### src/hw/read_engine_pkg.sv
// Read engine package
// Widths, configuration and request structs, and the control FSM states
// shared by the strided read-request engine

package read_engine_pkg;

    // --------------------------------------------------
    // Widths
    // --------------------------------------------------
    localparam int INDEX_WIDTH = 32;
    localparam int ADDR_WIDTH  = 32;
    localparam int SHIFT_WIDTH = 5;

    // --------------------------------------------------
    // Plain vector types
    // --------------------------------------------------
    // Element index, also used for range bounds and stride
    typedef logic [INDEX_WIDTH-1:0] index_t;

    // Byte address in memory
    typedef logic [ADDR_WIDTH-1:0] addr_t;

    // Shift applied to the index when forming the address
    typedef logic [SHIFT_WIDTH-1:0] shift_amt_t;

    // --------------------------------------------------
    // Configuration and request
    // --------------------------------------------------
    // Software view of one run, 134 bits
    typedef struct packed {
        addr_t      array_pointer;
        index_t     start_read;
        index_t     end_read;
        index_t     stride;
        // 1 shifts left, 0 shifts right
        logic       shift_left;
        shift_amt_t shift_amount;
    } engine_config_t;

    // One memory read request
    // Index rides along as the data tag
    typedef struct packed {
        addr_t  address;
        index_t index;
    } read_request_t;

    // --------------------------------------------------
    // Control FSM
    // --------------------------------------------------
    typedef enum logic [2:0] {
        RESET,
        IDLE,
        SETUP,
        BUSY,
        PAUSE,
        DONE
    } engine_state_t;

endpackage : read_engine_pkg
### src/hw/read_engine_top.sv
// Strided read-request engine
// Walks an index range by a stride and queues one shifted-address
// read request per index for a valid/ready consumer

`timescale 1ns/1ps

module read_engine_top #(
    parameter int FIFO_DEPTH  = 16,
    // Also sets the pause point of the control FSM. Depth minus
    // threshold must cover the two requests in flight
    parameter int PROG_THRESH = 8
) (
    input  logic                           ap_clk,
    input  logic                           areset_engine,
    input  read_engine_pkg::engine_config_t config_in,
    input  logic                           config_valid,
    input  logic                           start_in,
    input  logic                           request_ready,
    output read_engine_pkg::read_request_t request_out,
    output logic                           request_valid,
    output logic                           ready_out,
    output logic                           done_out
);

    import read_engine_pkg::*;

    // --------------------------------------------------
    // Internal wiring
    // --------------------------------------------------
    logic          load;
    logic          advance;
    index_t        load_value;
    index_t        stride;
    index_t        count;

    logic          push;
    read_request_t push_data;
    logic          prog_full;
    logic          fifo_empty;

    read_engine_control read_engine_control_inst (
        .ap_clk        (ap_clk),
        .areset_engine (areset_engine),
        .config_in     (config_in),
        .config_valid  (config_valid),
        .start_in      (start_in),
        .count         (count),
        .prog_full     (prog_full),
        .fifo_empty    (fifo_empty),
        .load          (load),
        .advance       (advance),
        .load_value    (load_value),
        .stride        (stride),
        .push          (push),
        .push_data     (push_data),
        .ready_out     (ready_out),
        .done_out      (done_out)
    );

    stride_counter stride_counter_inst (
        .ap_clk        (ap_clk),
        .areset_engine (areset_engine),
        .load          (load),
        .advance       (advance),
        .load_value    (load_value),
        .stride        (stride),
        .count         (count)
    );

    // Request queue toward the memory side
    request_fifo #(
        .FIFO_DEPTH    (FIFO_DEPTH),
        .PROG_THRESH   (PROG_THRESH)
    ) request_fifo_inst (
        .ap_clk        (ap_clk),
        .areset_engine (areset_engine),
        .push          (push),
        .push_data     (push_data),
        .request_ready (request_ready),
        .request_out   (request_out),
        .request_valid (request_valid),
        .prog_full     (prog_full),
        .empty         (fifo_empty)
    );

endmodule : read_engine_top

### src/hw/request_fifo.sv
// Request FIFO
// Synchronous circular queue of read requests with a level count,
// programmable-full flag and a valid/ready read port

`timescale 1ns/1ps

module request_fifo #(
    parameter int FIFO_DEPTH  = 16,
    parameter int PROG_THRESH = 8
) (
    input  logic                           ap_clk,
    input  logic                           areset_engine,
    input  logic                           push,
    input  read_engine_pkg::read_request_t push_data,
    input  logic                           request_ready,
    output read_engine_pkg::read_request_t request_out,
    output logic                           request_valid,
    output logic                           prog_full,
    output logic                           empty
);

    import read_engine_pkg::*;

    localparam int PTR_WIDTH   = $clog2(FIFO_DEPTH);
    localparam int LEVEL_WIDTH = $clog2(FIFO_DEPTH + 1);

    // --------------------------------------------------
    // Storage and pointers
    // --------------------------------------------------
    read_request_t          mem [FIFO_DEPTH];
    logic [PTR_WIDTH-1:0]   wr_ptr;
    logic [PTR_WIDTH-1:0]   rd_ptr;
    logic [LEVEL_WIDTH-1:0] level;

    logic full;
    logic wr_en;
    logic rd_en;

    assign empty = (level == '0);
    assign full  = (level == LEVEL_WIDTH'(FIFO_DEPTH));

    // Pushes into a full queue are dropped
    assign wr_en = push && !full;
    assign rd_en = request_valid && request_ready;

    always_ff @(posedge ap_clk) begin
        if (wr_en) begin
            mem[wr_ptr] <= push_data;
        end
    end

    // Pointers wrap explicitly so any depth works
    always_ff @(posedge ap_clk) begin
        if (areset_engine) begin
            wr_ptr <= '0;
            rd_ptr <= '0;
        end else begin
            if (wr_en) begin
                wr_ptr <= (wr_ptr == PTR_WIDTH'(FIFO_DEPTH - 1)) ? '0 : wr_ptr + 1'b1;
            end
            if (rd_en) begin
                rd_ptr <= (rd_ptr == PTR_WIDTH'(FIFO_DEPTH - 1)) ? '0 : rd_ptr + 1'b1;
            end
        end
    end

    // --------------------------------------------------
    // Level
    // --------------------------------------------------
    always_ff @(posedge ap_clk) begin
        if (areset_engine) begin
            level <= '0;
        end else if (wr_en && !rd_en) begin
            level <= level + 1'b1;
        end else if (rd_en && !wr_en) begin
            level <= level - 1'b1;
        end
    end

    assign prog_full = (level >= LEVEL_WIDTH'(PROG_THRESH));

    // --------------------------------------------------
    // Read side
    // --------------------------------------------------
    // Head entry is shown directly and stays put until popped
    assign request_out   = mem[rd_ptr];
    assign request_valid = !empty;

endmodule : request_fifo

### src/hw/read_engine_control.sv
// Read engine control
// Sequences a run: captures the configuration, drives the stride counter,
// tests the index against end_read and forms registered FIFO pushes

`timescale 1ns/1ps

module read_engine_control (
    input  logic                           ap_clk,
    input  logic                           areset_engine,
    input  read_engine_pkg::engine_config_t config_in,
    input  logic                           config_valid,
    input  logic                           start_in,
    input  read_engine_pkg::index_t        count,
    input  logic                           prog_full,
    input  logic                           fifo_empty,
    output logic                           load,
    output logic                           advance,
    output read_engine_pkg::index_t        load_value,
    output read_engine_pkg::index_t        stride,
    output logic                           push,
    output read_engine_pkg::read_request_t push_data,
    output logic                           ready_out,
    output logic                           done_out
);

    import read_engine_pkg::*;

    // --------------------------------------------------
    // Signals
    // --------------------------------------------------
    engine_state_t  state;
    engine_state_t  next_state;

    // Configuration held for the whole run
    engine_config_t cfg_reg;

    logic           start_run;
    logic           in_range;
    logic           gen;
    addr_t          offset;
    read_request_t  request_next;

    // Handshake with software
    assign start_run = (state == IDLE) && config_valid && start_in;

    // End-of-range test
    assign in_range = (count < cfg_reg.end_read);

    // One request per cycle in BUSY, held off by a full FIFO
    assign gen = (state == BUSY) && in_range && !prog_full;

    // --------------------------------------------------
    // State register
    // --------------------------------------------------
    always_ff @(posedge ap_clk) begin
        if (areset_engine) begin
            state <= RESET;
        end else begin
            state <= next_state;
        end
    end

    always_comb begin
        next_state = state;
        case (state)
            RESET: begin
                next_state = IDLE;
            end
            IDLE: begin
                if (start_run) begin
                    next_state = SETUP;
                end
            end
            // Counter is loaded on the way out
            SETUP: begin
                next_state = BUSY;
            end
            BUSY: begin
                if (!in_range) begin
                    next_state = DONE;
                end else if (prog_full) begin
                    next_state = PAUSE;
                end
            end
            PAUSE: begin
                if (!prog_full) begin
                    next_state = BUSY;
                end
            end
            DONE: begin
                if (!start_in) begin
                    next_state = IDLE;
                end
            end
            default: begin
                next_state = RESET;
            end
        endcase
    end

    // --------------------------------------------------
    // Configuration capture
    // --------------------------------------------------
    always_ff @(posedge ap_clk) begin
        if (start_run) begin
            cfg_reg <= config_in;
        end
    end

    // --------------------------------------------------
    // Counter control
    // --------------------------------------------------
    assign load       = (state == SETUP);
    assign advance    = gen;
    assign load_value = cfg_reg.start_read;
    assign stride     = cfg_reg.stride;

    // --------------------------------------------------
    // Request formation
    // --------------------------------------------------
    always_comb begin
        if (cfg_reg.shift_left) begin
            offset = addr_t'(count) << cfg_reg.shift_amount;
        end else begin
            offset = addr_t'(count) >> cfg_reg.shift_amount;
        end
    end

    assign request_next.address = cfg_reg.array_pointer + offset;
    assign request_next.index   = count;

    // Push stage, one cycle behind the counter
    always_ff @(posedge ap_clk) begin
        if (areset_engine) begin
            push <= 1'b0;
        end else begin
            push <= gen;
        end
    end

    always_ff @(posedge ap_clk) begin
        if (gen) begin
            push_data <= request_next;
        end
    end

    // --------------------------------------------------
    // Status to software
    // --------------------------------------------------
    assign ready_out = (state == IDLE);

    // Walk finished and every request drained
    assign done_out = (state == DONE) && fifo_empty;

endmodule : read_engine_control

### src/hw/stride_counter.sv
// Stride counter
// Holds the current walk index. Loads a start value and
// steps forward by a held stride on request

`timescale 1ns/1ps

module stride_counter (
    input  logic                    ap_clk,
    input  logic                    areset_engine,
    input  logic                    load,
    input  logic                    advance,
    input  read_engine_pkg::index_t load_value,
    input  read_engine_pkg::index_t stride,
    output read_engine_pkg::index_t count
);

    // --------------------------------------------------
    // Walk position
    // --------------------------------------------------
    // Load wins over advance so a new run always
    // starts from a clean position
    always_ff @(posedge ap_clk) begin
        if (areset_engine) begin
            count <= '0;
        end else if (load) begin
            count <= load_value;
        end else if (advance) begin
            // Wraps silently past the top of the index range
            count <= count + stride;
        end
    end

endmodule : stride_counter

### config.mk
export PLATFORM = sky130hd
export DESIGN_NAME = read_engine_top
export DESIGN_NICKNAME = d
export VERILOG_FILES = /design/src/hw/read_engine_pkg.sv /design/src/hw/read_engine_top.sv /design/src/hw/request_fifo.sv /design/src/hw/read_engine_control.sv /design/src/hw/stride_counter.sv
export SDC_FILE = /design/constraint.sdc
export NUM_CORES = 1
export LEC_CHECK = 0
export BUFFER_PORTS_ARGS = -buffer_cell sky130_fd_sc_hd__buf_2
export CORE_ASPECT_RATIO = 0.7
export CORE_MARGIN = 4
export CORE_UTILIZATION = 25
export DETAILED_ROUTE_END_ITERATION = 8
export GPL_TIMING_DRIVEN = 0
export HOLD_SLACK_MARGIN = 0.03
export MAX_ROUTING_LAYER = met4
export SYNTH_ARGS = -nofsm -noshare
export SYNTH_HDL_FRONTEND = slang
export SYNTH_SLANG_ARGS = --single-unit
### constraint.sdc
create_clock -name ap_clk -period 7.3 [get_ports ap_clk]
set_clock_uncertainty 0.05 [all_clocks]
set_input_delay 1.095 -clock ap_clk [delete_from_list [all_inputs] [get_ports ap_clk]]
set_output_delay 1.095 -clock ap_clk [all_outputs]
set_load 0.01 [all_outputs]
==> results.md <==
- Status: finished, final reports clean
- Drt pass-1 iters: 5
- Syn_area_per_cell: 18.1 um^2
- Tcrit/Tclk final: 96.0%
- Initial drt markers: 3,656
- I/O Pins: 206
- Die width: 560 um
- Placed wire-length estimate: 111,000 um
- CTS H-tree lvls: 3
- Core ar.: 212,000 um^2
- Post-synth EDFFs: 1,222
- Clock buffer depth: 3
- CP Capture Type: register
- Vias in the first global route: 29,700
- Reg2reg path depth: 21
- Vias: 29,900
- First-pass GRT wire length: 221,000 um
- Hold endpoint: read_engine_control_inst.cfg_reg[55]
- Syn_nets: 3,185
- Nets: 3,590
- Tightest Hold Check Type: in -> reg
- FF-to-FF Start: read_engine_control_inst.cfg_reg[0]
- Tot Pwr: 20.3 mW
- CTS clock-pin slew for the worst setup and hold paths: 0.06 ns
- Synth warn: 0
- Total GRT Usage: 14.2%
- # hold bufs at CTS: 0
- Slew Limit Fails: 0
- Setup TNS: 0 ns
- Leakage: 20.3 nW
- DRT Wirelength: 157,000 um
- FF-to-FF End: read_engine_control_inst.push_data[63]
- # port buffers: 205
- Reg2Reg Setup Slack: 0.29 ns
- CTS tree: built
- CTS root buf: clkbuf_16
- Final min period: 7.01 ns
- DIE AREA: 221,000 um^2
- Peak VDD IR: 0.198 mV
- Fraction of layout cells with a size suffix above 1: 24.8%
- Ys async rst share: 0%
- Critical Path RT: 7.69 ns
- Num CTS Buffers: 121
- Power per cell area: 320 nW/um^2
- Mapped cell area: 53,400 um^2
- Post-cts resize count: 0
- Initial antenna violation count: 25
- Slew @ Worst Pin: 1.35 ns
- Worst setup path class: reg -> reg
- GRT Residual Overflow: 0
- GPL Wtd Cong: 0.905
- Max FFs per register: 1,024
- Most common cell after layout, fill and taps aside: edfxtp_1
- Design area: 63,400 um^2
- Max Clk Rate: 143 MHz
- Post-Synthesis Cells: 2,941
- Worst hold start: config_in[55]
- Yosys cell types: 68
- Seq/Total Area, Yosys: 70.7%
- Area post-placement: 59,300 um^2
- Antenna-violating nets left: 0
- Post-CTS Setup Bufs: 0
- Layout area overhead: 18.8%
- Post-synth top flop: edfxtp_1
- Worst skew pair latency: 0.76 ns
- RSZ-0062 raised after global routing: false
- Cell Rows: 141
- Core Util, Final: 30.0%
- Final setup violation count: 0
- Fin. Hold Viols: 0
- Most frequent cells in the layout: edfxtp_1 (1,222), mux4_2 (328), buf_2 (217)
- CP Launch Type: register
- Max-slew headroom: 10.1%
- Min-Delay Path Depth: 1
- Vias per inst: 4.78
- Largest net degree at the start of global routing: 69
- Die H: 395 um
- CP max FO: 10
- CP arrival: 7.40 ns
- Clock sink count: 1,275
- Crit path from: read_engine_control_inst.cfg_reg[0]
- Post-synthesis register bit count: 1,275
- Wire length per cell: 25.1 um
- Residual DRC: 0
- Max cap viols: 0
- Starting Density: 25.2%
[Yosys cell counts, drive strengths merged, types with 13 or more instances]
cell    count  area share [%]
a211oi     26            0.37
a21o       40            0.56
a21oi     135             1.3
buf        52            0.39
clkbuf     93            0.65
dfxtp      53             2.0
edfxtp   1222              69
ha        102             2.4
inv        66            0.46
mux2       20            0.42
mux2i      57             1.1
mux4      328              14
nand2     107            0.75
nand2b     32            0.38
nand3      25            0.23
nor2      192             1.4
nor2b      13            0.15
nor3       30            0.28
o211ai     19            0.27
o21ai      97            0.92
o22ai      23            0.27
xnor2      39            0.64
xor2       25            0.41
[where the power goes]
| part | switching [mW] | leakage (nW) | internal, mW |
|---|---|---|---|
| combinational | 2.81 | 6.94 | 2.06 |
| clock | 2.78 | 1.96 | 3.60 |
| sequential | 0.652 | 11.4 | 8.40 |
[routing by layer]
metal	routed length, um	share of wire (%)	global-route usage [%]	up-vias
met5	0	0	-	-
met1	67700	43	19.2	15600
met4	4480	2.9	4.15	0
li1	-	-	-	12800
met3	16100	10	4.70	248
met2	68600	44	20.3	1273
[area by class of cell]
class	instances	area (um^2)
repair buffers	282	2360
clock inverters	71	790
flip-flops and latches	1275	37800
plain buffers	145	559
inverters	66	248
clock buffers	154	3230
fillers	20700	148000
multi-input cells	1455	14900
diodes	25	62.6
well taps	2788	3490
[per-stage QoR]
step	std cells	hold slack, ns	setup slack (ns)
final	6261	0.454	0.291
after global routing	6254	0.418	0.00487
after CTS	6236	0.386	0.474
after detailed placement	6011	0.460	0.499
after global placement	5934	0.448	-5.27
after floorplan	2941	0.421	1.17
[worst max-delay path by stage]
stage	end	slack, ns
6_report	read_engine_control_inst.push_data[63]	0.29
5_1_grt	read_engine_control_inst.push_data[63]	0.005
4_1_cts	read_engine_control_inst.push_data[63]	0.47
3_5_place_dp	read_engine_control_inst.push_data[63]	0.50
3_3_place_gp	request_fifo_inst.mem[3][38]	-5.27
2_1_floorplan	request_fifo_inst.mem[3][0]	1.17
[logic make-up (layout without fill, tap and decap cells)]
group / Yosys count / in the layout / share of synthesized area [%]
fa+ha+maj: 105 / 105 / 2.50
mux: 405 / 405 / 15.3
xor+xnor: 64 / 64 / 1.05
flops: 1275 / 1275 / 70.7
other cells: 0 / 25 / 0
compound gates: 434 / 434 / 5.13
simple gates: 447 / 447 / 3.74
buf+inv: 211 / 718 / 1.51
[worst max-delay path, cell delays in order (launching register included)]
cell and delay [ns]:
edfxtp_1 0.41, buf_1 0.36, inv_2 0.31, buf_1 0.62
nor2_1 0.29, a22oi_1 0.38, nand2_1 0.08, o21ai_0 0.21
mux2i_1 0.20, a21oi_1 0.30, o22ai_1 0.14, ha_1 0.45
and4_1 0.27, and2_1 0.22, nand3_1 0.09, o31ai_1 0.73
a311o_1 0.47, a31oi_4 0.14, o21ai_2 0.19, a21o_1 0.15
a21oi_2 0.06, xnor2_1 0.57
(Power assumes the default switching activity.)
